$ cat src/rv_exec_params.svh
// execute stage parameters: data width, register address width, instruction step
`ifndef RV_EXEC_PARAMS_SVH
`define RV_EXEC_PARAMS_SVH

// data and address width
`define XLEN 64

// register file address width
`define REG_AW 5

// byte distance to the next instruction
`define INST_STEP 4

`endif

$ cat src/rv_exec_pkg.sv
// execute stage types: ALU and control-transfer opcodes, inter-stage buses
`include "rv_exec_params.svh"

package rv_exec_pkg;

  // integer operations, PASS2 carries operand 2 through for LUI
  typedef enum logic [3:0] {
    ADD = 4'd0,
    SUB,
    SLL,
    SLT,
    SLTU,
    XOR,
    SRL,
    SRA,
    OR,
    AND,
    PASS2
  } alu_op_e;

  // control transfers
  typedef enum logic [3:0] {
    NONE = 4'd0,
    BEQ,
    BNE,
    BLT,
    BGE,
    BLTU,
    BGEU,
    JAL,
    JALR
  } bj_op_e;

  // decoded instruction from decode
  typedef struct packed {
    logic [`XLEN-1:0]   pc;
    logic [`REG_AW-1:0] rs1_addr;
    logic [`REG_AW-1:0] rs2_addr;
    logic               use_rs1;
    logic               use_rs2;
    // register file values as read in decode
    logic [`XLEN-1:0]   rs1_data;
    logic [`XLEN-1:0]   rs2_data;
    // immediate or pc operands
    logic [`XLEN-1:0]   op1;
    logic [`XLEN-1:0]   op2;
    // branch and jump offset
    logic [`XLEN-1:0]   imm;
    alu_op_e            alu_op;
    bj_op_e             bj_op;
    logic               is_word;
    logic               mem_rd;
    logic               mem_wr;
    logic [2:0]         mem_size;
    logic [`REG_AW-1:0] rd_addr;
    logic               rd_wr;
  } id_to_ex_t;

  // pending register write of a later stage
  typedef struct packed {
    logic               wr_ena;
    logic [`REG_AW-1:0] wr_addr;
    logic [`XLEN-1:0]   wr_data;
    // value not known yet, e.g. load still in memory
    logic               data_pending;
  } fwd_t;

  // result handed to the memory stage
  typedef struct packed {
    logic [`XLEN-1:0]   pc;
    logic [`XLEN-1:0]   alu_result;
    logic [`XLEN-1:0]   store_data;
    logic               mem_rd;
    logic               mem_wr;
    logic [2:0]         mem_size;
    logic [`REG_AW-1:0] rd_addr;
    logic               rd_wr;
  } ex_to_mem_t;

  // fetch redirect
  typedef struct packed {
    logic             taken;
    logic [`XLEN-1:0] target;
  } redirect_t;

  // operands after forwarding
  typedef struct packed {
    logic [`XLEN-1:0] alu_a;
    logic [`XLEN-1:0] alu_b;
    logic [`XLEN-1:0] rs1_val;
    logic [`XLEN-1:0] rs2_val;
  } ex_operands_t;

endpackage
$ cat src/ex_commit_ctrl.sv
// execute output side: ready-go, one redirect handshake per item, bus to memory
`timescale 1ns/100ps
`include "rv_exec_params.svh"

module ex_commit_ctrl (
  input  logic                    clk,
  input  logic                    rst,
  input  logic                    ex_valid,
  input  rv_exec_pkg::id_to_ex_t  ex_item,
  input  logic [`XLEN-1:0]        alu_result,
  input  logic [`XLEN-1:0]        rs2_val,
  input  logic                    hazard,
  input  rv_exec_pkg::redirect_t  redirect_in,
  input  logic                    if_bj_ready,
  input  logic                    mem_allowin,
  output logic                    allowin,
  output logic                    ex_to_mem_valid,
  output rv_exec_pkg::ex_to_mem_t ex_to_mem,
  output logic                    redirect_valid,
  output rv_exec_pkg::redirect_t  redirect
);
  import rv_exec_pkg::*;

  logic redirect_done;
  logic has_bj;
  logic is_jump;
  logic bj_hs;
  logic ready_go;

  assign has_bj  = (ex_item.bj_op != NONE);
  assign is_jump = (ex_item.bj_op == JAL) || (ex_item.bj_op == JALR);

  // offered once operands are settled, withdrawn after the handshake
  assign redirect_valid = ex_valid && has_bj && !hazard && !redirect_done;
  assign redirect       = redirect_in;
  assign bj_hs          = redirect_valid && if_bj_ready;

  assign ready_go        = !hazard && (!has_bj || redirect_done || bj_hs);
  assign allowin         = !ex_valid || (ready_go && mem_allowin);
  assign ex_to_mem_valid = ex_valid && ready_go;

  // allowin high means the item leaves or the slot is empty
  always_ff @(posedge clk) begin
    if (rst) begin
      redirect_done <= 1'b0;
    end else if (allowin) begin
      redirect_done <= 1'b0;
    end else if (bj_hs) begin
      redirect_done <= 1'b1;
    end
  end

  assign ex_to_mem.pc         = ex_item.pc;
  // jumps write the return address
  assign ex_to_mem.alu_result = is_jump ? ex_item.pc + `INST_STEP : alu_result;
  assign ex_to_mem.store_data = rs2_val;
  assign ex_to_mem.mem_rd     = ex_item.mem_rd;
  assign ex_to_mem.mem_wr     = ex_item.mem_wr;
  assign ex_to_mem.mem_size   = ex_item.mem_size;
  assign ex_to_mem.rd_addr    = ex_item.rd_addr;
  assign ex_to_mem.rd_wr      = ex_item.rd_wr;

  assert property (@(posedge clk) disable iff (rst)
    (ex_to_mem_valid && !mem_allowin) |=> $stable(ex_to_mem))
    else $error("ex_to_mem changed under back-pressure");

  // no second redirect offer before the item leaves
  assert property (@(posedge clk) disable iff (rst)
    (bj_hs && !allowin) |=> (!redirect_valid until_with allowin))
    else $error("redirect offered twice for one item");

endmodule

$ cat config.mk
export PLATFORM = sky130hd
export DESIGN_NAME = ex_commit_ctrl
export DESIGN_NICKNAME = d
export VERILOG_FILES = /design/src/rv_exec_pkg.sv /design/src/ex_commit_ctrl.sv
export VERILOG_INCLUDE_DIRS = /design/src /design/src/src
export SDC_FILE = /design/constraint.sdc
export NUM_CORES = 1
export LEC_CHECK = 0
export BUFFER_PORTS_ARGS = -buffer_cell sky130_fd_sc_hd__buf_2
export CORE_AREA = 10 10 335 337
export CTS_CLUSTER_SIZE = 24
export DETAILED_ROUTE_END_ITERATION = 10
export DIE_AREA = 0 0 345 347
export SLEW_MARGIN = 10
export SYNTH_ARGS = -nofsm -noshare
export SYNTH_HDL_FRONTEND = slang
export SYNTH_SLANG_ARGS = --single-unit
$ cat constraint.sdc
create_clock -name clk -period 4 [get_ports clk]
set_clock_uncertainty 0.15 [all_clocks]
set_input_delay 0.4 -clock clk [delete_from_list [all_inputs] [get_ports clk]]
set_output_delay 0.4 -clock clk [all_outputs]
set_load 0.05 [all_outputs]
* Word level (Yosys, flattened, before mapping)
Cells that the tools add are included.
** Word-level totals
- Flip-flop bits (word level) :: 1
- Bits of input ports :: 615
- Output and inout port bits :: 271
- Word-level logic and storage cells :: 22
** Operators by class
- $add $sub $neg :: 1
- Equal/unequal tests :: 2
- Mux-type cells :: 1
- Reduce and logical (&&, ||, !) cells :: 17
** Operators with widths (number)
- $add 64x3->64 const B :: 1
- $mux 64 :: 1
- $logic_and 1x1->1 :: 7
- $eq 4x3->1 const B :: 1
- $eq 4x4->1 const B :: 1
- $logic_not 1->1 :: 4
- $logic_or 1x1->1 :: 4
- $reduce_bool 4->1 :: 1
- $reduce_or 2->1 :: 1

* Logic depth before layout (Yosys ltp)
- Depth in word-level cells :: 10
- Gate-level depth with buffers :: 8

* Worst setup path after synthesis
No wires, ideal clock.
- Path type :: in2out
- Start :: input ex_item[354] (netlist bit)
- End :: output ex_to_mem[121] (netlist bit)
- Data arrival time :: 2.759 ns
- Required time :: 3.450 ns
- Slack :: 0.691 ns
- Cell stages on the path :: 8
- Path buffers :: 2
- Cell sequence :: ha_1 -> inv_1 -> nor4_1 -> buf_2 -> buf_2 -> nand4_1 -> xor2_1 -> o21ai_0
** RTL lines
- start: declaration :: line ex_commit_ctrl.sv:9 : input rv_exec_pkg::id_to_ex_t ex_item,
- end: declaration :: line ex_commit_ctrl.sv:18 : output rv_exec_pkg::ex_to_mem_t ex_to_mem,

==> run_results.csv <==
group,metric,value,unit
outcome,outcome,"finished, final reports clean",
final_layout,finalNonFillerCells,2026,
hold_path,hold_class,"reg2reg",
place,gp_congestion,0.886,
flow_run,max-cap-violations,0,
timing,setup_violations,0,
routing,via_per_inst,2.10,
final_layout,syn_to_final_growth,48.0,%
final_layout,n_fill_cell,12600,
global_routing,grt_pass1_wl,46100,µm
final_layout,regArea,20.0,µm²
worst_setup_path,worst_setup_path_end_kind,"primary output",
global_routing,antenna_found_initial,11,
clocking,hold_buffers,0,
synth,netlist_instances,568,
synth,syn_area,3710,µm²
clocking,clk_latency,0,ns
synth,synthTopCellsByCount,"204 x buf_4, 77 x nand2_1, 42 x o21ai_0, 39 x nand3_1, 37 x xor2_1",
routing,wl,37000,µm
worst_setup_path,path_cells,"buf_2 > ha_1 > inv_1 > nor4_2 > buf_4 > nand2_1 > buf_12 > or4_1 > nand3_1 > buf_2",
worst_setup_path,crit_path_top_delay_cell,"or4_1",
synth,seq_area_frac_synth,0.00539,
floorplanning,core,105000,µm²
clocking,cts_resized,0,
synth,synth_top_cell_by_area,"buf_4",
final_layout,fin_nets,1247,
synth,ys.flop_type,"dfxtp_1",
final_layout,multi_input_area,2070,µm²
synth,avgSynthCellArea,6.53,µm²
worst_setup_path,worst-path-buf-inv,5,
final_layout,largest_register_ffs,1,
timing,hold_viol_final,0,
floorplanning,ios,886,
synth,yosysMostFrequentCell,"buf_4",
synth,ys_ff_latch,1,
global_routing,grt_use_total,0.0574,
place,io_buffers,268,
timing,relSlewSlack,0.638,
worst_setup_path,critPathLaunchType,"input pin",
floorplanning,std_cell_rows,119,
synth,synth_warnings,0,
global_routing,grt_max_degree,30,
routing,drc,0,
floorplanning,die-area,120000,µm²
timing,fmax,277,MHz
final_layout,largestRegisters,"redirect_done (1)",
synth,synth_top_area_share,0.413,
place,place_inst,2020,
synth,synth.area.top_cells,"buf_4 41%, xor2_1 8.7%, nand2_1 7.8%",
final_layout,drive_gt1_frac,0.480,
synth,synth_edf_count,0,
timing,rsz0062_at_grt,"no",
worst_setup_path,critPathMaxStageDelay,0.50,ns
worst_setup_path,crit_type,"in2out",
final_layout,design_area,5490,µm²
timing,tns,0,ns
global_routing,grt_pass1_vias,4554,
timing,worst_pin_slew,0.541,ns
floorplanning,initial_core_util,0.0353,
worst_setup_path,crit_family,"simple AND/OR/NAND/NOR gates",
routing,drt_pre_antenna_iters,4,
clocking,path_clk_slew,0.01,ns
timing,whs,0.360,ns
routing,drtIter0Drc,105,
worst_setup_path,cp_data_arrival_time,3.06,ns
synth,synth_nets,1184,
final_layout,top_register,"redirect_done",
place,hpwl,34800,µm
timing,drv_slew,0,
floorplanning,die_x,345,µm
place,placed_area,5480,µm²
synth,postSynth.asyncResetShare,0,
routing,drtAntennaViolNets,0,
routing,vias,4264,
worst_setup_path,cp.required,3.45,ns
floorplanning,fp.dieH,347,µm
synth,synth_cell_type_count,45,
worst_setup_path,crit_path_frequent_cell,"buf_2",
clocking,post-cts-setup-buffers,0,
timing,min_period,3.61,ns
worst_setup_path,crit_fanout,7,
routing,wire_per_inst,18.3,µm
global_routing,gr-total-overflow,0,
timing,finalCritPeriodShare,0.902,
-- worst register-to-register path, delay by kind of cell (launching register included) --
family | cells | cell delay, ns
flip-flops | 1 | 0.29
AND/OR/NAND/NOR | 2 | 0.37
AO/OA/AOI/OAI | 2 | 0.26
-- stage by stage --
step / setup WS [ns] / util
after global routing: 0.288 / 0.0521
after global placement: 0.359 / 0.0521
after floorplan: 0.691 / -
after detailed placement: 0.347 / 0.0521
after CTS: 0.332 / 0.0521
final: 0.393 / 0.0522
-- final cells by class --
class,instances,area share
multi-input combinational,336,0.376
tap,1391,0.317
timing repair buffer,288,0.298
sequential,1,0.00365
inverter,4,0.00273
antenna,6,0.00273
-- layout by cell type (no fill, tap or decap), types with 2 or more instances in the layout --
| cell type | n |
|---|---|
| nand4_2 | 3 |
| o311a_1 | 4 |
| nand2_1 | 77 |
| nand4_1 | 23 |
| buf_2 | 261 |
| o211ai_1 | 10 |
| nor4_1 | 4 |
| and2_1 | 3 |
| nor3_1 | 8 |
| a21oi_1 | 7 |
| o21ai_0 | 42 |
| or3_1 | 4 |
| o21bai_1 | 2 |
| and3_1 | 6 |
| buf_12 | 10 |
| diode_2 | 6 |
| mux2_2 | 2 |
| or4_1 | 6 |
| nor2_1 | 18 |
| buf_4 | 17 |
| nor4_4 | 3 |
| xnor2_1 | 6 |
| a31oi_1 | 3 |
| nand2b_1 | 2 |
| a221o_1 | 5 |
| inv_1 | 4 |
| nand3_1 | 39 |
| xor2_1 | 37 |
| nor3b_1 | 4 |
-- kinds of logic (layout without fill, tap and decap cells) --
| group | count (synthesis) | in the layout | share of synthesized area |
|---|---|---|---|
| adder cells (fa/ha/maj) | 1 | 1 | 0.00337 |
| XOR/XNOR | 43 | 43 | 0.101 |
| other | 0 | 6 | 0 |
| buffers and inverters | 231 | 292 | 0.444 |
| flip-flops | 1 | 1 | 0.00539 |
| AO/OA/AOI/OAI | 77 | 77 | 0.128 |
| multiplexers | 5 | 5 | 0.0145 |
| AND/OR/NAND/NOR | 210 | 210 | 0.303 |
-- final timing paths --
path                      start        endpoint  slack, ns  depth (start not counted)
hold / removal    redirect_done   redirect_done       0.36                          2
setup / recovery   ex_item[354]  ex_to_mem[135]       0.39                         10
hold reg to reg   redirect_done   redirect_done       0.36                          2
setup reg to reg  redirect_done   redirect_done       2.84                          4
-- routing by layer --
| metal | global-route usage | vias up | share of wire |
|---|---|---|---|
| li1 | - | 1887 | - |
| met1 | 0.0490 | 1813 | 0.31 |
| met2 | 0.0968 | 452 | 0.45 |
| met3 | 0.0469 | 106 | 0.19 |
| met4 | 0.0240 | 6 | 0.052 |
| met5 | 0.00480 | - | 0.0029 |
