File: config.mk
export PLATFORM = sky130hd
export DESIGN_NAME = ex_operand_forward
export DESIGN_NICKNAME = d
export VERILOG_FILES = /design/src/rv_exec_pkg.sv /design/src/ex_operand_forward.sv
export VERILOG_INCLUDE_DIRS = /design/src /design/src/src
export SDC_FILE = /design/constraint.sdc
export NUM_CORES = 1
export LEC_CHECK = 0
export BUFFER_PORTS_ARGS = -buffer_cell sky130_fd_sc_hd__buf_2
export CORE_AREA = 2 2 481 483
export DETAILED_ROUTE_END_ITERATION = 8
export DIE_AREA = 0 0 483 485
export GPL_ROUTABILITY_DRIVEN = 1
export PLACE_DENSITY = 0.31
export SYNTH_ARGS = -nofsm -noshare
export SYNTH_HDL_FRONTEND = slang
export SYNTH_SLANG_ARGS = --single-unit
export TNS_END_PERCENT = 30
File: constraint.sdc
create_clock -name clk -period 11.7 [get_ports clk]
set_input_delay 0.585 -clock clk [delete_from_list [all_inputs] [get_ports clk]]
set_output_delay 0.585 -clock clk [all_outputs]
set_load 0.02 [all_outputs]
File: src/rv_exec_params.svh
// execute stage parameters: data width, register address width, instruction step
`ifndef RV_EXEC_PARAMS_SVH
`define RV_EXEC_PARAMS_SVH

// data and address width
`define XLEN 64

// register file address width
`define REG_AW 5

// byte distance to the next instruction
`define INST_STEP 4

`endif

File: src/rv_exec_pkg.sv
// execute stage types: ALU and control-transfer opcodes, inter-stage buses
`include "rv_exec_params.svh"

package rv_exec_pkg;

  // integer operations, PASS2 carries operand 2 through for LUI
  typedef enum logic [3:0] {
    ADD = 4'd0,
    SUB,
    SLL,
    SLT,
    SLTU,
    XOR,
    SRL,
    SRA,
    OR,
    AND,
    PASS2
  } alu_op_e;

  // control transfers
  typedef enum logic [3:0] {
    NONE = 4'd0,
    BEQ,
    BNE,
    BLT,
    BGE,
    BLTU,
    BGEU,
    JAL,
    JALR
  } bj_op_e;

  // decoded instruction from decode
  typedef struct packed {
    logic [`XLEN-1:0]   pc;
    logic [`REG_AW-1:0] rs1_addr;
    logic [`REG_AW-1:0] rs2_addr;
    logic               use_rs1;
    logic               use_rs2;
    // register file values as read in decode
    logic [`XLEN-1:0]   rs1_data;
    logic [`XLEN-1:0]   rs2_data;
    // immediate or pc operands
    logic [`XLEN-1:0]   op1;
    logic [`XLEN-1:0]   op2;
    // branch and jump offset
    logic [`XLEN-1:0]   imm;
    alu_op_e            alu_op;
    bj_op_e             bj_op;
    logic               is_word;
    logic               mem_rd;
    logic               mem_wr;
    logic [2:0]         mem_size;
    logic [`REG_AW-1:0] rd_addr;
    logic               rd_wr;
  } id_to_ex_t;

  // pending register write of a later stage
  typedef struct packed {
    logic               wr_ena;
    logic [`REG_AW-1:0] wr_addr;
    logic [`XLEN-1:0]   wr_data;
    // value not known yet, e.g. load still in memory
    logic               data_pending;
  } fwd_t;

  // result handed to the memory stage
  typedef struct packed {
    logic [`XLEN-1:0]   pc;
    logic [`XLEN-1:0]   alu_result;
    logic [`XLEN-1:0]   store_data;
    logic               mem_rd;
    logic               mem_wr;
    logic [2:0]         mem_size;
    logic [`REG_AW-1:0] rd_addr;
    logic               rd_wr;
  } ex_to_mem_t;

  // fetch redirect
  typedef struct packed {
    logic             taken;
    logic [`XLEN-1:0] target;
  } redirect_t;

  // operands after forwarding
  typedef struct packed {
    logic [`XLEN-1:0] alu_a;
    logic [`XLEN-1:0] alu_b;
    logic [`XLEN-1:0] rs1_val;
    logic [`XLEN-1:0] rs2_val;
  } ex_operands_t;

endpackage
File: src/ex_operand_forward.sv
// execute input side: decode-to-execute register, operand forwarding, load-use hazard
`timescale 1ns/100ps
`include "rv_exec_params.svh"

module ex_operand_forward (
  input  logic                      clk,
  input  logic                      rst,
  input  logic                      id_to_ex_valid,
  input  rv_exec_pkg::id_to_ex_t    id_to_ex,
  input  rv_exec_pkg::fwd_t         mem_fwd,
  input  rv_exec_pkg::fwd_t         wb_fwd,
  input  logic                      allowin,
  output logic                      ex_valid,
  output rv_exec_pkg::id_to_ex_t    ex_item,
  output rv_exec_pkg::ex_operands_t operands,
  output logic                      hazard
);
  import rv_exec_pkg::*;

  logic [`XLEN:0] rs1_pick;
  logic [`XLEN:0] rs2_pick;

  // nearest writer wins, result is {pending, value}
  function automatic logic [`XLEN:0] pick_src(
    input logic               use_src,
    input logic [`REG_AW-1:0] addr,
    input logic [`XLEN-1:0]   rf_val,
    input fwd_t               mf,
    input fwd_t               wf
  );
    logic [`XLEN:0] res;
    res = {1'b0, rf_val};
    // x0 is hardwired, never forwarded
    if (use_src && addr != '0) begin
      if (mf.wr_ena && mf.wr_addr == addr) begin
        res = {mf.data_pending, mf.wr_data};
      end else if (wf.wr_ena && wf.wr_addr == addr) begin
        res = {wf.data_pending, wf.wr_data};
      end
    end
    return res;
  endfunction

  always_ff @(posedge clk) begin
    if (rst) begin
      ex_valid <= 1'b0;
    end else if (allowin) begin
      ex_valid <= id_to_ex_valid;
    end
  end

  // payload only, captured on transfer
  always_ff @(posedge clk) begin
    if (id_to_ex_valid && allowin) begin
      ex_item <= id_to_ex;
    end
  end

  assign rs1_pick = pick_src(ex_item.use_rs1, ex_item.rs1_addr, ex_item.rs1_data,
                             mem_fwd, wb_fwd);
  assign rs2_pick = pick_src(ex_item.use_rs2, ex_item.rs2_addr, ex_item.rs2_data,
                             mem_fwd, wb_fwd);

  assign hazard = ex_valid && (rs1_pick[`XLEN] || rs2_pick[`XLEN]);

  assign operands.rs1_val = rs1_pick[`XLEN-1:0];
  assign operands.rs2_val = rs2_pick[`XLEN-1:0];
  // immediates or pc when the source is unused
  assign operands.alu_a   = ex_item.use_rs1 ? rs1_pick[`XLEN-1:0] : ex_item.op1;
  assign operands.alu_b   = ex_item.use_rs2 ? rs2_pick[`XLEN-1:0] : ex_item.op2;

  // a stalled item stays put until the hazard clears
  assert property (@(posedge clk) disable iff (rst)
    hazard |-> ex_valid ##1 (ex_valid && $stable(ex_item)))
    else $error("hazard without a held item");

endmodule

After elaboration in Yosys (flattened, before gate mapping)
Index checks and enable logic that the tools add are counted.

Logic and storage cells: 42. Memory bits (writable): 0. Memories: 0. Register bits: 417. Latch bits: 0. ROM bits: 0. Bits of input ports: 562. Output and inout port bits: 674.

Magnitude comparators: 0. Reduce and logical (&&, ||, !) cells: 11. Div/mod/pow operators: 0. Shifts and indexed selects: 0. Add/sub/neg operators: 0. Equal/unequal tests: 4. Multiply operators: 0. Bitwise logic cells: 0. Multiplexer cells: 8.

Operator list (number): $mux W65 (6); $mux W64 (2); $eq A5 B5 Y1 (4); $reduce_bool A5 Y1 (2); $logic_and A1 B1 Y1 (8); $logic_or A1 B1 Y1 (1).

Depth between registers and ports, before layout
Depth in word-level cells: 7. Gate-level depth with buffers: 9. Mapped depth without buffers: 5.

Worst setup path after synthesis
No wires, ideal clock.

Path type: input port to flip-flop. Start: input id_to_ex_valid. End: register ex_item[0] (netlist name), enable pin. Path buffers: 0. Arrival: 9.953 ns. Path slack: 0.915 ns. Required time: 10.868 ns. Cell stages on the path: 1. Setup time: 0.832 ns. Cell sequence: and2_1.

Word-level cells in the longest chain between the ends: 1.

RTL lines: start, declared (RTL line ex_operand_forward.sv:8) `input logic id_to_ex_valid,`; $logic_and A1 B1 Y1 (RTL line ex_operand_forward.sv:54) `if (id_to_ex_valid && allowin) begin`; end signal, assigned (RTL line ex_operand_forward.sv:55) `ex_item <= id_to_ex;`; end, declared (RTL line ex_operand_forward.sv:14) `output rv_exec_pkg::id_to_ex_t ex_item,`.

Every way passes these cells. A chain may end at the register's enable or synchronous reset.

==> out/results.tsv <==
metric	value	unit
route.antenna.remaining_nets	0	
hold_buffers	259	
synthTopCellsByArea	edfxtp_1 68%, a32oi_1 5.2%, inv_1 4.4%	
hold-path-endpoint	ex_item[199]$_DFFE_PP_	
clk_pin_slew	0.06	ns
p_per_cell_area	139.4	nW/um^2
first_global_vias	19713	
tightest_slew	1.140	ns
final_min_period_over_clock_period	0.4659	
largest_net_degree_at_the_start_of_global_routing	136	
worst_ir_drop_vdd	0.0001087	V
antenna_found_initial	73	
drt-wirelength-per-cell	27.76	um
crit_path_max_incr_delay	0.74	ns
die-area	234300	sq um
setup_crit_end_kind	primary output	
worst_clock_skew	0	ns
hold_path_class	primary input to flop	
die_outline_width	483	um
synth.yosys.seq_area_share	0.6851	
hold_path_depth	1	
critical_path.reg2reg.startpoint	ex_valid$_SDFFE_PP0P_	
drt_pass1_iterations	7	
htree_levels	2	
synth.lib_cells_used.distinct	30	
fp-row-count	176	
numPortBuffers	1235	
syn-num-nets	1972	
crit-reg2reg-capture	ex_valid$_SDFFE_PP0P_	
p_seq_frac	0.408	
utilization	0.1434	
grt_overflow	0	
timing.fmax	183.5	MHz
postRouteWirelength	167100	um
clock_tree.root_cell	clkbuf_16	
syn-cell-area	18260	sq um
place_ws	6.448	ns
hold_viol	0	
grt_first_pass_wirelength	210400	um
setup.worst_path.class	flop to primary output	
use_met3	0.04396	
timing.critical_path.cells	xor2_1 -> nor4_1 -> and3_1 -> o21a_4 -> buf_4 -> o221ai_1 -> buf_2	
avgViaCountPerCell	3.222	
numCtsBuffers	58	
worst_setup_path_start_kind	flop	
total_power	4.578	mW
global_route_met2_usage	0.2429	
netSwitchingPower	1.493	mW
clock_tree_from_tritoncts	done	
i_o_pins	1236	
synth_top_area_share	0.6840	
final_cell_mix	1235 x buf_2, 416 x edfxtp_1, 259 x dlygate4sd3_1	
tritoncts_num_sinks	417	
synth_edf_count	416	
timing.reg2reg.worst_path_depth	2	
critPathRequiredTime	11.12	ns
power.leakage	13.40	nW
cts_setup_buffers	0	
flow.area_growth_from_synthesis	79.84	%
r2r_setup_slack	11.04	ns
finalWorstPathRequiredPeriod	5.451	ns
synth-main-ff-cell	edfxtp_1	
worst-endpoint-arrival	4.87	ns
combPwrFrac	0.204	
syn-mean-instance-area	12.95	sq um
p_clk_frac	0.388	
core_region_area	229000	sq um
cts.path.max_buffers	3	
post_cts.resized_instances	0	
first_iter_violations	1289	
cp_max_fo	52	
finalSetupViolCount	0	
netSwitchingFraction	0.3262	
floorplan.initialDensity	0.07974	
synth_warnings	0	
cellInternalPower	3.085	mW
final_critical_path_setup_slack	6.249	ns
grt_setup_unrepaired	false	
gr-usage-all-layers	0.1367	
ys_seq_elements	417	
grt.busiest_layer	met2	
number_of_maximum_capacitance_violations	0	
async_reset_ff_frac	0	
detailroute.via_count	19393	
slowest_stage	nor4_1	
hpwl	140200	um
drc	0	
netlist_instances	1410	
max_slew_margin	0.2402	
run_status	complete, no violations	
synth_largest_area_cell	edfxtp_1	
finalSetupTns	0	ns
globalplace.congestion	0.9635	
final_common_cell	buf_2	
timing_max_transition_violations_final	0	
grtUsageMet1	0.1500	
insertion_delay	0.68	ns
design.final.nets	3462	
layout_cells_sized_above_1	0.4721	
dieHeight	485	um
hp-start	id_to_ex[199]	
how the worst max path moves through the flow:
stage                                 from                    to  slack (ns)  depth (start not counted)
global placement               mem_fwd[69]          operands[80]        6.20                          8
CTS                 ex_item[350]$_DFFE_PP_         operands[233]        5.79                          6
detailed placement             mem_fwd[69]         operands[233]        6.45                          8
finish              ex_item[348]$_DFFE_PP_         operands[231]        6.25                          7
floorplan                   id_to_ex_valid  ex_item[0]$_DFFE_PP_        0.92                          1
global route        ex_item[351]$_DFFE_PP_         operands[231]        5.93                          7
area by class of cell:
cell class | count | area, sq um
Clock buffer | 78 | 1548
Antenna cell | 48 | 120.1
Fill cell | 26093 | 196200
Clock inverter | 26 | 269.0
Sequential cell | 417 | 12510
Timing Repair Buffer | 1537 | 9191
Multi-Input combinational cell | 671 | 4609
Tap cell | 3026 | 3786
Inverter | 215 | 807.0
registers in the layout, summed over array words and instances (netlist names):
name and count:
ex_item 416, ex_valid 1
cells by family after synthesis:
| family | synth area share |
|---|---|
| and+or+nand+nor | 0.06981 |
| buffers and inverters | 0.06824 |
| DFF | 0.6851 |
| xor gates and xnor gates | 0.009592 |
| AOI/OAI and AO/OA | 0.1672 |
per-stage QoR:
step	instances	cell area (sq um)	hold WS (ns)
after CTS	5970	32720	0.00007255
after global routing	6002	32800	0.02702
after global placement	5598	28160	0.5736
after detailed placement	5607	28310	0.5858
final	6018	32840	0.08409
after floorplan	1410	18260	0.6005
cells in the mapped netlist (8+ instances only):
master	count
clkbuf_1	87
nand2_1	132
xnor2_1	12
a32oi_1	108
o221ai_1	86
buf_2	12
o21ai_0	108
nand2b_1	42
edfxtp_1	416
xor2_1	8
a32oi_2	20
inv_1	215
o211ai_1	42
o21ai_1	20
and2_1	70
worst max-delay path: cells and delay by family (launching register included):
kind	cells	cell delay, ns
XOR/XNOR	1	0.20
buffers and inverters	2	1.00
AO/OA/AOI/OAI	2	1.08
AND/OR/NAND/NOR	2	1.37
flip-flops	1	0.50
metal layers:
layer | part of all wire | wire length (um)
met1 | 0.37 | 61760
met3 | 0.087 | 14560
met5 | 0.00083 | 138
met2 | 0.50 | 83670
met4 | 0.042 | 6942
power groups by stage:
stage	Clock, mW	Combinational, mW	Sequential (mW)
detailed placement	0	0.880	1.90
global route	1.89	0.993	1.88
floorplan	0	0.267	1.99
global placement	0	0.883	1.90
finish	1.78	0.934	1.87
CTS	1.87	0.957	1.87
Note: power is estimated with default switching activity, not from simulation.
