--- src/rv_exec_params.svh ---
// execute stage parameters: data width, register address width, instruction step
`ifndef RV_EXEC_PARAMS_SVH
`define RV_EXEC_PARAMS_SVH

// data and address width
`define XLEN 64

// register file address width
`define REG_AW 5

// byte distance to the next instruction
`define INST_STEP 4

`endif

--- src/rv_exec_pkg.sv ---
// execute stage types: ALU and control-transfer opcodes, inter-stage buses
`include "rv_exec_params.svh"

package rv_exec_pkg;

  // integer operations, PASS2 carries operand 2 through for LUI
  typedef enum logic [3:0] {
    ADD = 4'd0,
    SUB,
    SLL,
    SLT,
    SLTU,
    XOR,
    SRL,
    SRA,
    OR,
    AND,
    PASS2
  } alu_op_e;

  // control transfers
  typedef enum logic [3:0] {
    NONE = 4'd0,
    BEQ,
    BNE,
    BLT,
    BGE,
    BLTU,
    BGEU,
    JAL,
    JALR
  } bj_op_e;

  // decoded instruction from decode
  typedef struct packed {
    logic [`XLEN-1:0]   pc;
    logic [`REG_AW-1:0] rs1_addr;
    logic [`REG_AW-1:0] rs2_addr;
    logic               use_rs1;
    logic               use_rs2;
    // register file values as read in decode
    logic [`XLEN-1:0]   rs1_data;
    logic [`XLEN-1:0]   rs2_data;
    // immediate or pc operands
    logic [`XLEN-1:0]   op1;
    logic [`XLEN-1:0]   op2;
    // branch and jump offset
    logic [`XLEN-1:0]   imm;
    alu_op_e            alu_op;
    bj_op_e             bj_op;
    logic               is_word;
    logic               mem_rd;
    logic               mem_wr;
    logic [2:0]         mem_size;
    logic [`REG_AW-1:0] rd_addr;
    logic               rd_wr;
  } id_to_ex_t;

  // pending register write of a later stage
  typedef struct packed {
    logic               wr_ena;
    logic [`REG_AW-1:0] wr_addr;
    logic [`XLEN-1:0]   wr_data;
    // value not known yet, e.g. load still in memory
    logic               data_pending;
  } fwd_t;

  // result handed to the memory stage
  typedef struct packed {
    logic [`XLEN-1:0]   pc;
    logic [`XLEN-1:0]   alu_result;
    logic [`XLEN-1:0]   store_data;
    logic               mem_rd;
    logic               mem_wr;
    logic [2:0]         mem_size;
    logic [`REG_AW-1:0] rd_addr;
    logic               rd_wr;
  } ex_to_mem_t;

  // fetch redirect
  typedef struct packed {
    logic             taken;
    logic [`XLEN-1:0] target;
  } redirect_t;

  // operands after forwarding
  typedef struct packed {
    logic [`XLEN-1:0] alu_a;
    logic [`XLEN-1:0] alu_b;
    logic [`XLEN-1:0] rs1_val;
    logic [`XLEN-1:0] rs2_val;
  } ex_operands_t;

endpackage
--- src/ex_branch_unit.sv ---
// branch unit: condition evaluation and redirect target for branches and jumps
`timescale 1ns/100ps
`include "rv_exec_params.svh"

module ex_branch_unit (
  input  logic                  ex_valid,
  input  rv_exec_pkg::bj_op_e   bj_op,
  input  logic [`XLEN-1:0]      rs1_val,
  input  logic [`XLEN-1:0]      rs2_val,
  input  logic [`XLEN-1:0]      pc,
  input  logic [`XLEN-1:0]      imm,
  output rv_exec_pkg::redirect_t redirect
);
  import rv_exec_pkg::*;

  logic             cond;
  logic [`XLEN-1:0] jalr_sum;

  always_comb begin
    case (bj_op)
      BEQ:  cond = (rs1_val == rs2_val);
      BNE:  cond = (rs1_val != rs2_val);
      BLT:  cond = ($signed(rs1_val) < $signed(rs2_val));
      BGE:  cond = ($signed(rs1_val) >= $signed(rs2_val));
      BLTU: cond = (rs1_val < rs2_val);
      BGEU: cond = (rs1_val >= rs2_val);
      // jumps always redirect
      JAL:  cond = 1'b1;
      JALR: cond = 1'b1;
      default: begin
        cond = 1'b0;
      end
    endcase
  end

  assign jalr_sum = rs1_val + imm;

  // nothing redirects from an empty stage
  assign redirect.taken  = ex_valid && cond;
  // JALR target drops bit 0
  assign redirect.target = (bj_op == JALR) ? {jalr_sum[`XLEN-1:1], 1'b0} : pc + imm;

endmodule

--- config.mk ---
export PLATFORM = sky130hd
export DESIGN_NAME = ex_branch_unit
export DESIGN_NICKNAME = d
export VERILOG_FILES = /design/src/rv_exec_pkg.sv /design/src/ex_branch_unit.sv
export VERILOG_INCLUDE_DIRS = /design/src /design/src/src
export SDC_FILE = /design/constraint.sdc
export NUM_CORES = 1
export LEC_CHECK = 0
export BUFFER_PORTS_ARGS = -buffer_cell sky130_fd_sc_hd__clkbuf_2
export CAP_MARGIN = 20
export CORE_AREA = 2 2 157 159
export DETAILED_ROUTE_END_ITERATION = 8
export DIE_AREA = 0 0 159 161
export PLACE_DENSITY = 0.65
export REMOVE_ABC_BUFFERS = 1
export SYNTH_ARGS = -nofsm -noshare
export SYNTH_HDL_FRONTEND = slang
export SYNTH_SLANG_ARGS = --single-unit
--- constraint.sdc ---
create_clock -name vclk -period 4.3
set_input_delay 0.43 -clock vclk [all_inputs]
set_output_delay 0.43 -clock vclk [all_outputs]
set_load 0.01 [all_outputs]
---- Word level (Yosys, flattened, before mapping) ----
Cells that the tools add are included.
storage, ports and cells
  latch bits .............................. 0
  bits of input ports ..................... 261
  bits in read-only memories .............. 0
  logic and storage cells ................. 20
  output and inout bits ................... 65
  memories ................................ 0
  bits in writable memories ............... 0
  bits in registers ....................... 0
cells by class
  bitwise gates (word level) .............. 0
  multiplexer cells ....................... 2
  multiply operators ...................... 0
  reductions and logical operators ........ 2
  divide/modulo/power cells ............... 0
  $add $sub $neg .......................... 2
  equality and inequality tests ........... 10
  shifts and indexed selects .............. 0
  $lt $le $gt $ge ......................... 4
operator list
  cell                  number
  $add A64 B64 Y64      2
  $ge A64 B64 Y1        2
  $lt A64 B64 Y1        2
  $eq A64 B64 Y1        1
  $mux W64              1
  $ne A64 B64 Y1        1
  $eq A4 B3 Y1 const B  4
  $eq A4 B2 Y1 const B  2
  $pmux W1 S7           1
  $eq A4 B1 Y1 const B  1
  $eq A4 B4 Y1 const B  1
  $reduce_or A2 Y1      1
  $logic_and A1 B1 Y1   1

---- Longest topological paths before layout ----
Gate-level depths: netlist of run 1.
  depth after elaboration ................. 4
  depth in mapped cells ................... 14
  depth with buffers taken out ............ 14

---- Worst setup path after synthesis of run 1 ----
No wires, ideal clock.
  path type ............................... input port to output port
  from .................................... input port pc[37]
  to ...................................... output port redirect[63] (netlist bit)
  data required time ...................... 3.870 ns
  slack ................................... 0.592 ns
  buffers on the path ..................... 1
  arrival ................................. 3.278 ns
  stages on the path ...................... 13
  cell sequence ........................... ha_1 > buf_6 > and2_4 > a221o_1 > a311oi_2 > nand2_1 > or4b_1 > a31o_2 > a21boi_4 > nor4_1 > nor4_1 > o22ai_1 > xnor2_1
RTL lines
  item             RTL line              text
  start, declared  ex_branch_unit.sv:10  input logic [`XLEN-1:0] pc,
  end, declared    ex_branch_unit.sv:12  output rv_exec_pkg::redirect_t redirect

==> reports/qor.txt, run 1 <==
Worst Hold Depth: 3
crit path kind: in2out
I/O Buffers: 326
Fmax: 240 MHz
unrepaired setup endpoints after global routing: yes
Ports: 326
largest net degree at the start of global routing: 35
register area: 0 sq um
Worst Setup End Kind: output port
drt initial violations: 786
Placeable Area: 24000 sq um
vias in the first global route: 11400
final hold violation count: 0
Synth cell types: 71
Initial Utilization: 0.396
Cell Area, Synth: 9480 sq um
GRT Residual Overflow: 0
CLK BUF: 0
total track usage: 0.280
Die Y: 161 um
total wire length: 38200 um
CP arrival: 3.73 ns
nets: 2231
hold buffer count at CTS: 0
initial antenna violation count: 1
share of cells above drive strength 1: 0.239
# fillers: 2586
drt drc: 0
Crit Path Max Fanout: 5
post-route insts no fill: 2102
Wirelength per Cell: 18.2 um
DP HPWL: 33600 um
status: completed
Slew @ Worst Pin: 0.777 ns
Seq cells: 0
yosys warns: 0
sequential share of the synthesized area: 0
total die area: 25600 sq um
Die Span X: 159 um
count of pins over their slew limit: 0
fin crit share: 0.968
hold path start: imm[63]
cells after synthesis: 1432
vias per cell: 5.68
Finished Core Util: 0.496
Min-Delay Endpoint: redirect[63]
multi-input gate area in the final layout: 9010 sq um
Area growth syn-to-layout: 25.4%
crit start category: input port
max cap viols: 0
vias: 11900
worst hold-check path type: in2out
first-pass GRT wire length: 58800 um
Post-DRT Antenna Nets: 0
WP data required: 3.87 ns
1st-pass router iterations: 5
syn_area_per_cell: 6.62 sq um
Slew HR: 0.478
crit path time final: 4.16 ns
gpl congestion: 0.980
dpl cells: 2099
Final setup viols: 0
site row count: 57
[worst max-delay path by stage]
stage | startpoint | to | slack (ns) | cells past startpoint
CTS | imm[0] | redirect[62] | 0.02 | 18
detailed placement | pc[0] | redirect[60] | -0.03 | 17
global route | imm[0] | redirect[62] | -0.05 | 18
global placement | pc[0] | redirect[60] | -0.03 | 17
floorplan | pc[37] | redirect[63] | 0.58 | 12
finish | pc[26] | redirect[63] | 0.14 | 15
[cells in the mapped netlist (9+ instances only)]
master,number,share of area
nor2b_1,17,0.011
o31ai_1,11,0.0087
a211oi_1,15,0.012
and2_1,12,0.0079
nor4_1,9,0.0059
nand4_1,44,0.029
nand3_1,20,0.011
a21oi_1,195,0.10
inv_1,107,0.042
nor2_1,107,0.042
a31oi_1,24,0.016
xor2_1,48,0.044
xnor2_1,71,0.066
a21o_1,77,0.061
nand2_1,137,0.054
clkbuf_1,32,0.013
nand2b_1,14,0.0092
o21bai_1,27,0.021
and3_1,9,0.0059
o211ai_1,13,0.010
ha_1,189,0.25
nor3_1,27,0.014
o21ai_0,116,0.061
[layer usage]
layer	track usage	share of wire
met1	0.370	0.45
met4	0.0851	0.033
met2	0.472	0.45
met3	0.0413	0.074
met5	0	0
[cell families after synthesis]
family,share of synthesized area
xor gates and xnor gates,0.110
AOI/OAI and AO/OA,0.357
buffers and inverters,0.0612
adders and majority gates,0.254
muxes,0.00858
and+or+nand+nor,0.210
[cell usage in the layout, fill, tap and decap left out, types with 12 or more instances in the layout]
master	netlist	final
o211ai_1	13	13
ha_1	189	189
a211oi_1	15	12
a31oi_1	24	22
clkbuf_2	0	326
nor2_1	107	107
nand2b_1	14	14
o21ai_0	116	112
nand4_1	44	44
a21oi_1	195	191
buf_4	1	56
nor2b_1	17	17
xnor2_1	71	71
nor3_1	27	27
xor2_1	48	48
nand2_1	137	136
o21bai_1	27	27
inv_1	107	107
a21o_1	77	77
nand3_1	20	20
and2_1	12	12
[what timing repair did]
| item | CTS | global route |
|---|---|---|
| gates resized for setup | 3 | 21 |
| pin swaps | 1 | 11 |
| setup endpoints to repair | 2 | 15 |
| setup buffers | 0 | 2 |
[critical path, cell delays in order]
cell	delay, ns
clkbuf_2	0.09
ha_1	0.31
buf_4	0.16
nand2_1	0.07
o21ai_0	0.21
a211o_1	0.35
o211ai_1	0.23
or4b_1	0.50
a31o_2	0.28
a21boi_4	0.18
nor4_1	0.07
nor4_1	0.35
o22ai_1	0.17
xnor2_1	0.18
clkbuf_2	0.15
[cell type report]
cell class                 count  share of cell area
multi-input combinational   1287               0.758
inverter                     107              0.0338
timing repair buffer         383               0.174
antenna                        1            0.000211
tap                          324              0.0341
[per-stage QoR]
stage	setup TNS, ns	setup WS (ns)	instance area, sq um	hold WS (ns)
final	0	0.139	11900	1.13
after global routing	-0.0553	-0.0540	11900	1.15
after CTS	0	0.0200	11800	1.13
after detailed placement	-0.0293	-0.0293	11800	1.13
after global placement	-0.0343	-0.0343	11800	1.13
after floorplan	0	0.581	9300	0.948
==> inputs of run 2 (changes only) <==
Settings changed: PLACE_DENSITY 0.65 to 0.69.
==> run 2 against run 1 <==
Against the previous run:
- global-route usage about the same
- largest cell class unchanged
- via count up 0.64%
- fmax about the same
- sequential share of layout area unchanged
- core utilization about the same
- final area about the same
==> reports/qor.txt, run 2 (synthesized netlist as in run 1, its figures left out) <==
I/O Buffers: 326 (unchanged)
Initial Utilization: 0.396 (unchanged)
share of cells above drive strength 1: 0.241 (was 0.239)
max incr delay on CP: 0.53 ns (was 0.50 ns)
site row count: 57 (unchanged)
status: completed (unchanged)
drt drc: 0 (unchanged)
vias: 12000 (was 11900)
Worst Setup SP: imm[30] (was pc[26])
crit path kind: in2out (unchanged)
WP data required: 3.87 ns (about the same)
first-pass GRT wire length: 59300 um (was 58800 um)
register area: 0 sq um (unchanged)
Slew HR: 0.440 (was 0.478)
M1 WL: 17400 um (was 17100 um)
Area growth syn-to-layout: 25.5% (was 25.4%)
post-route insts no fill: 2094 (was 2102)
final hold violation count: 0 (unchanged)
Crit Path Max Fanout: 5 (unchanged)
Worst Setup End Kind: output port (unchanged)
nets: 2224 (was 2231)
Final setup viols: 0 (unchanged)
commonest non-fill, non-tap cells in the layout: 325 x clkbuf_2, 190 x a21oi_1, 183 x ha_1 (was 326 x clkbuf_2, 191 x a21oi_1, 189 x ha_1)
crit start category: input port (unchanged)
most common cell after layout, fill and taps aside: clkbuf_2 (unchanged)
Setup crit end: redirect[63] (unchanged)
max cap viols: 0 (unchanged)
initial antenna violation count: 2 (was 1)
crit path time final: 4.17 ns (was 4.16 ns)
met2 WL post-DR: 17400 um (was 17000 um)
drt initial violations: 717 (was 786)
vias in the first global route: 11300 (was 11400)
Cell Pwr Density: 162 nW/um^2
CP arrival: 3.74 ns (was 3.73 ns)
Die Y: 161 um (unchanged)
CP cell instances: clkbuf_2, ha_1, a21o_1, o21bai_1, a211o_1, o211ai_1, or4b_4, a31o_4, a21boi_4, nor4_1, nor4_1, o22ai_1, xnor2_1, clkbuf_2 (was clkbuf_2, ha_1, buf_4, nand2_1, o21ai_0, a211o_1, o211ai_1, or4b_1, a31o_2, a21boi_4, nor4_1, nor4_1, o22ai_1, xnor2_1, clkbuf_2)
total die area: 25600 sq um (unchanged)
Leak Pwr: 6.21 nW
DP HPWL: 33800 um (was 33600 um)
fin crit share: 0.969 (was 0.968)
1st-pass router iterations: 5 (unchanged)
Placeable Area: 24000 sq um (unchanged)
Post-DRT Antenna Nets: 0 (unchanged)
worst hold-check path type: in2out (unchanged)
dpl cells: 2091 (was 2099)
GRT Residual Overflow: 0 (unchanged)
power consumption: 1.93 mW
# fillers: 2531 (was 2586)
Ports: 326 (unchanged)
Die Span X: 159 um (unchanged)
Slew @ Worst Pin: 0.833 ns (was 0.777 ns)
CLK BUF: 0 (unchanged)
total track usage: 0.281 (was 0.280)
hold buffer count at CTS: 0 (unchanged)
ANT cells: 0 (was 1)
wire length on met3: 2600 um (was 2820 um)
Seq cells: 0 (unchanged)
Fmax: 240 MHz (about the same)
total wire length: 38200 um (about the same)
slowest stage cell, crit path: or4b_4 (was or4b_1)
worst vdd ir: 0.0865 mV
unrepaired setup endpoints after global routing: no (was yes)
count of pins over their slew limit: 0 (unchanged)
gpl congestion: 0.945 (was 0.980)
final setup margin: 0.135 ns (was 0.139 ns)
dpl ws: -0.0270 ns (was -0.0293 ns)
largest net degree at the start of global routing: 36 (was 35)
Wirelength per Cell: 18.3 um (was 18.2 um)
vias per cell: 5.74 (was 5.68)
top routing layer in use: met4 (unchanged)
run 2: cell types whose count changed in the layout (fill, tap and decap cells not counted), sizes merged:
cell,before,now
diode,1,0
clkbuf,326,325
buf,57,51
run 2: final cells by class:
class	count	area, sq um	area share
well taps	324	405	0.0341
multi-input cells	1287	9080	0.763
repair buffers	376	2010	0.169
inverters	107	402	0.0338
run 2: timing repair:
| item | 4_1_cts | 5_1_grt |
|---|---|---|
| pin swaps | 0 | 16 |
| resized for setup | 2 | 34 |
| setup buffers | 0 | 3 |
| setup endpoints to repair | 2 | 18 |
run 2: how the worst min path moves through the flow:
| stage | from | end | slack [ns] | cells after the start |
|---|---|---|---|---|
| 2_1_floorplan | imm[63] | redirect[63] | 0.95 | 1 |
| 3_3_place_gp | imm[63] | redirect[63] | 1.15 | 3 |
| 3_5_place_dp | imm[63] | redirect[63] | 1.15 | 3 |
| 4_1_cts | imm[63] | redirect[63] | 1.15 | 3 |
| 5_1_grt | imm[63] | redirect[63] | 1.16 | 3 |
| 6_report | imm[63] | redirect[63] | 1.13 | 3 |
run 2: worst max-delay path: cells and delay by family:
| kind | cells | cell delay [ns] |
|---|---|---|
| XOR/XNOR | 1 | 0.18 |
| adder cells (fa/ha/maj) | 1 | 0.36 |
| AO/OA/AOI/OAI | 7 | 1.51 |
| buffers and inverters | 2 | 0.27 |
| AND/OR/NAND/NOR | 3 | 0.97 |
run 2: through the flow:
stage	instance area [sq um]	setup TNS, ns	utilization	hold WS (ns)
2_1_floorplan	9300	0	-	0.948
3_3_place_gp	11700	-0.0148	0.488	1.15
3_5_place_dp	11700	-0.0273	0.488	1.15
4_1_cts	11700	0	0.488	1.15
5_1_grt	11900	0	0.496	1.16
6_report	11900	0	0.496	1.13
run 2: routing by layer:
metal / up-vias / GRT usage
met1: 5502 / 0.388
met3: 42 / 0.0244
met4: 0 / 0.0508
li1: 5971 / -
met2: 500 / 0.480
met5: - / 0
run 2: where the power goes:
group / total, mW / internal (mW) / switching, mW
clock: 0 / 0 / 0
sequential: 0 / 0 / 0
combinational: 1.93 / 0.814 / 1.12
No activity file was read; power rests on OpenSTA's default activity.
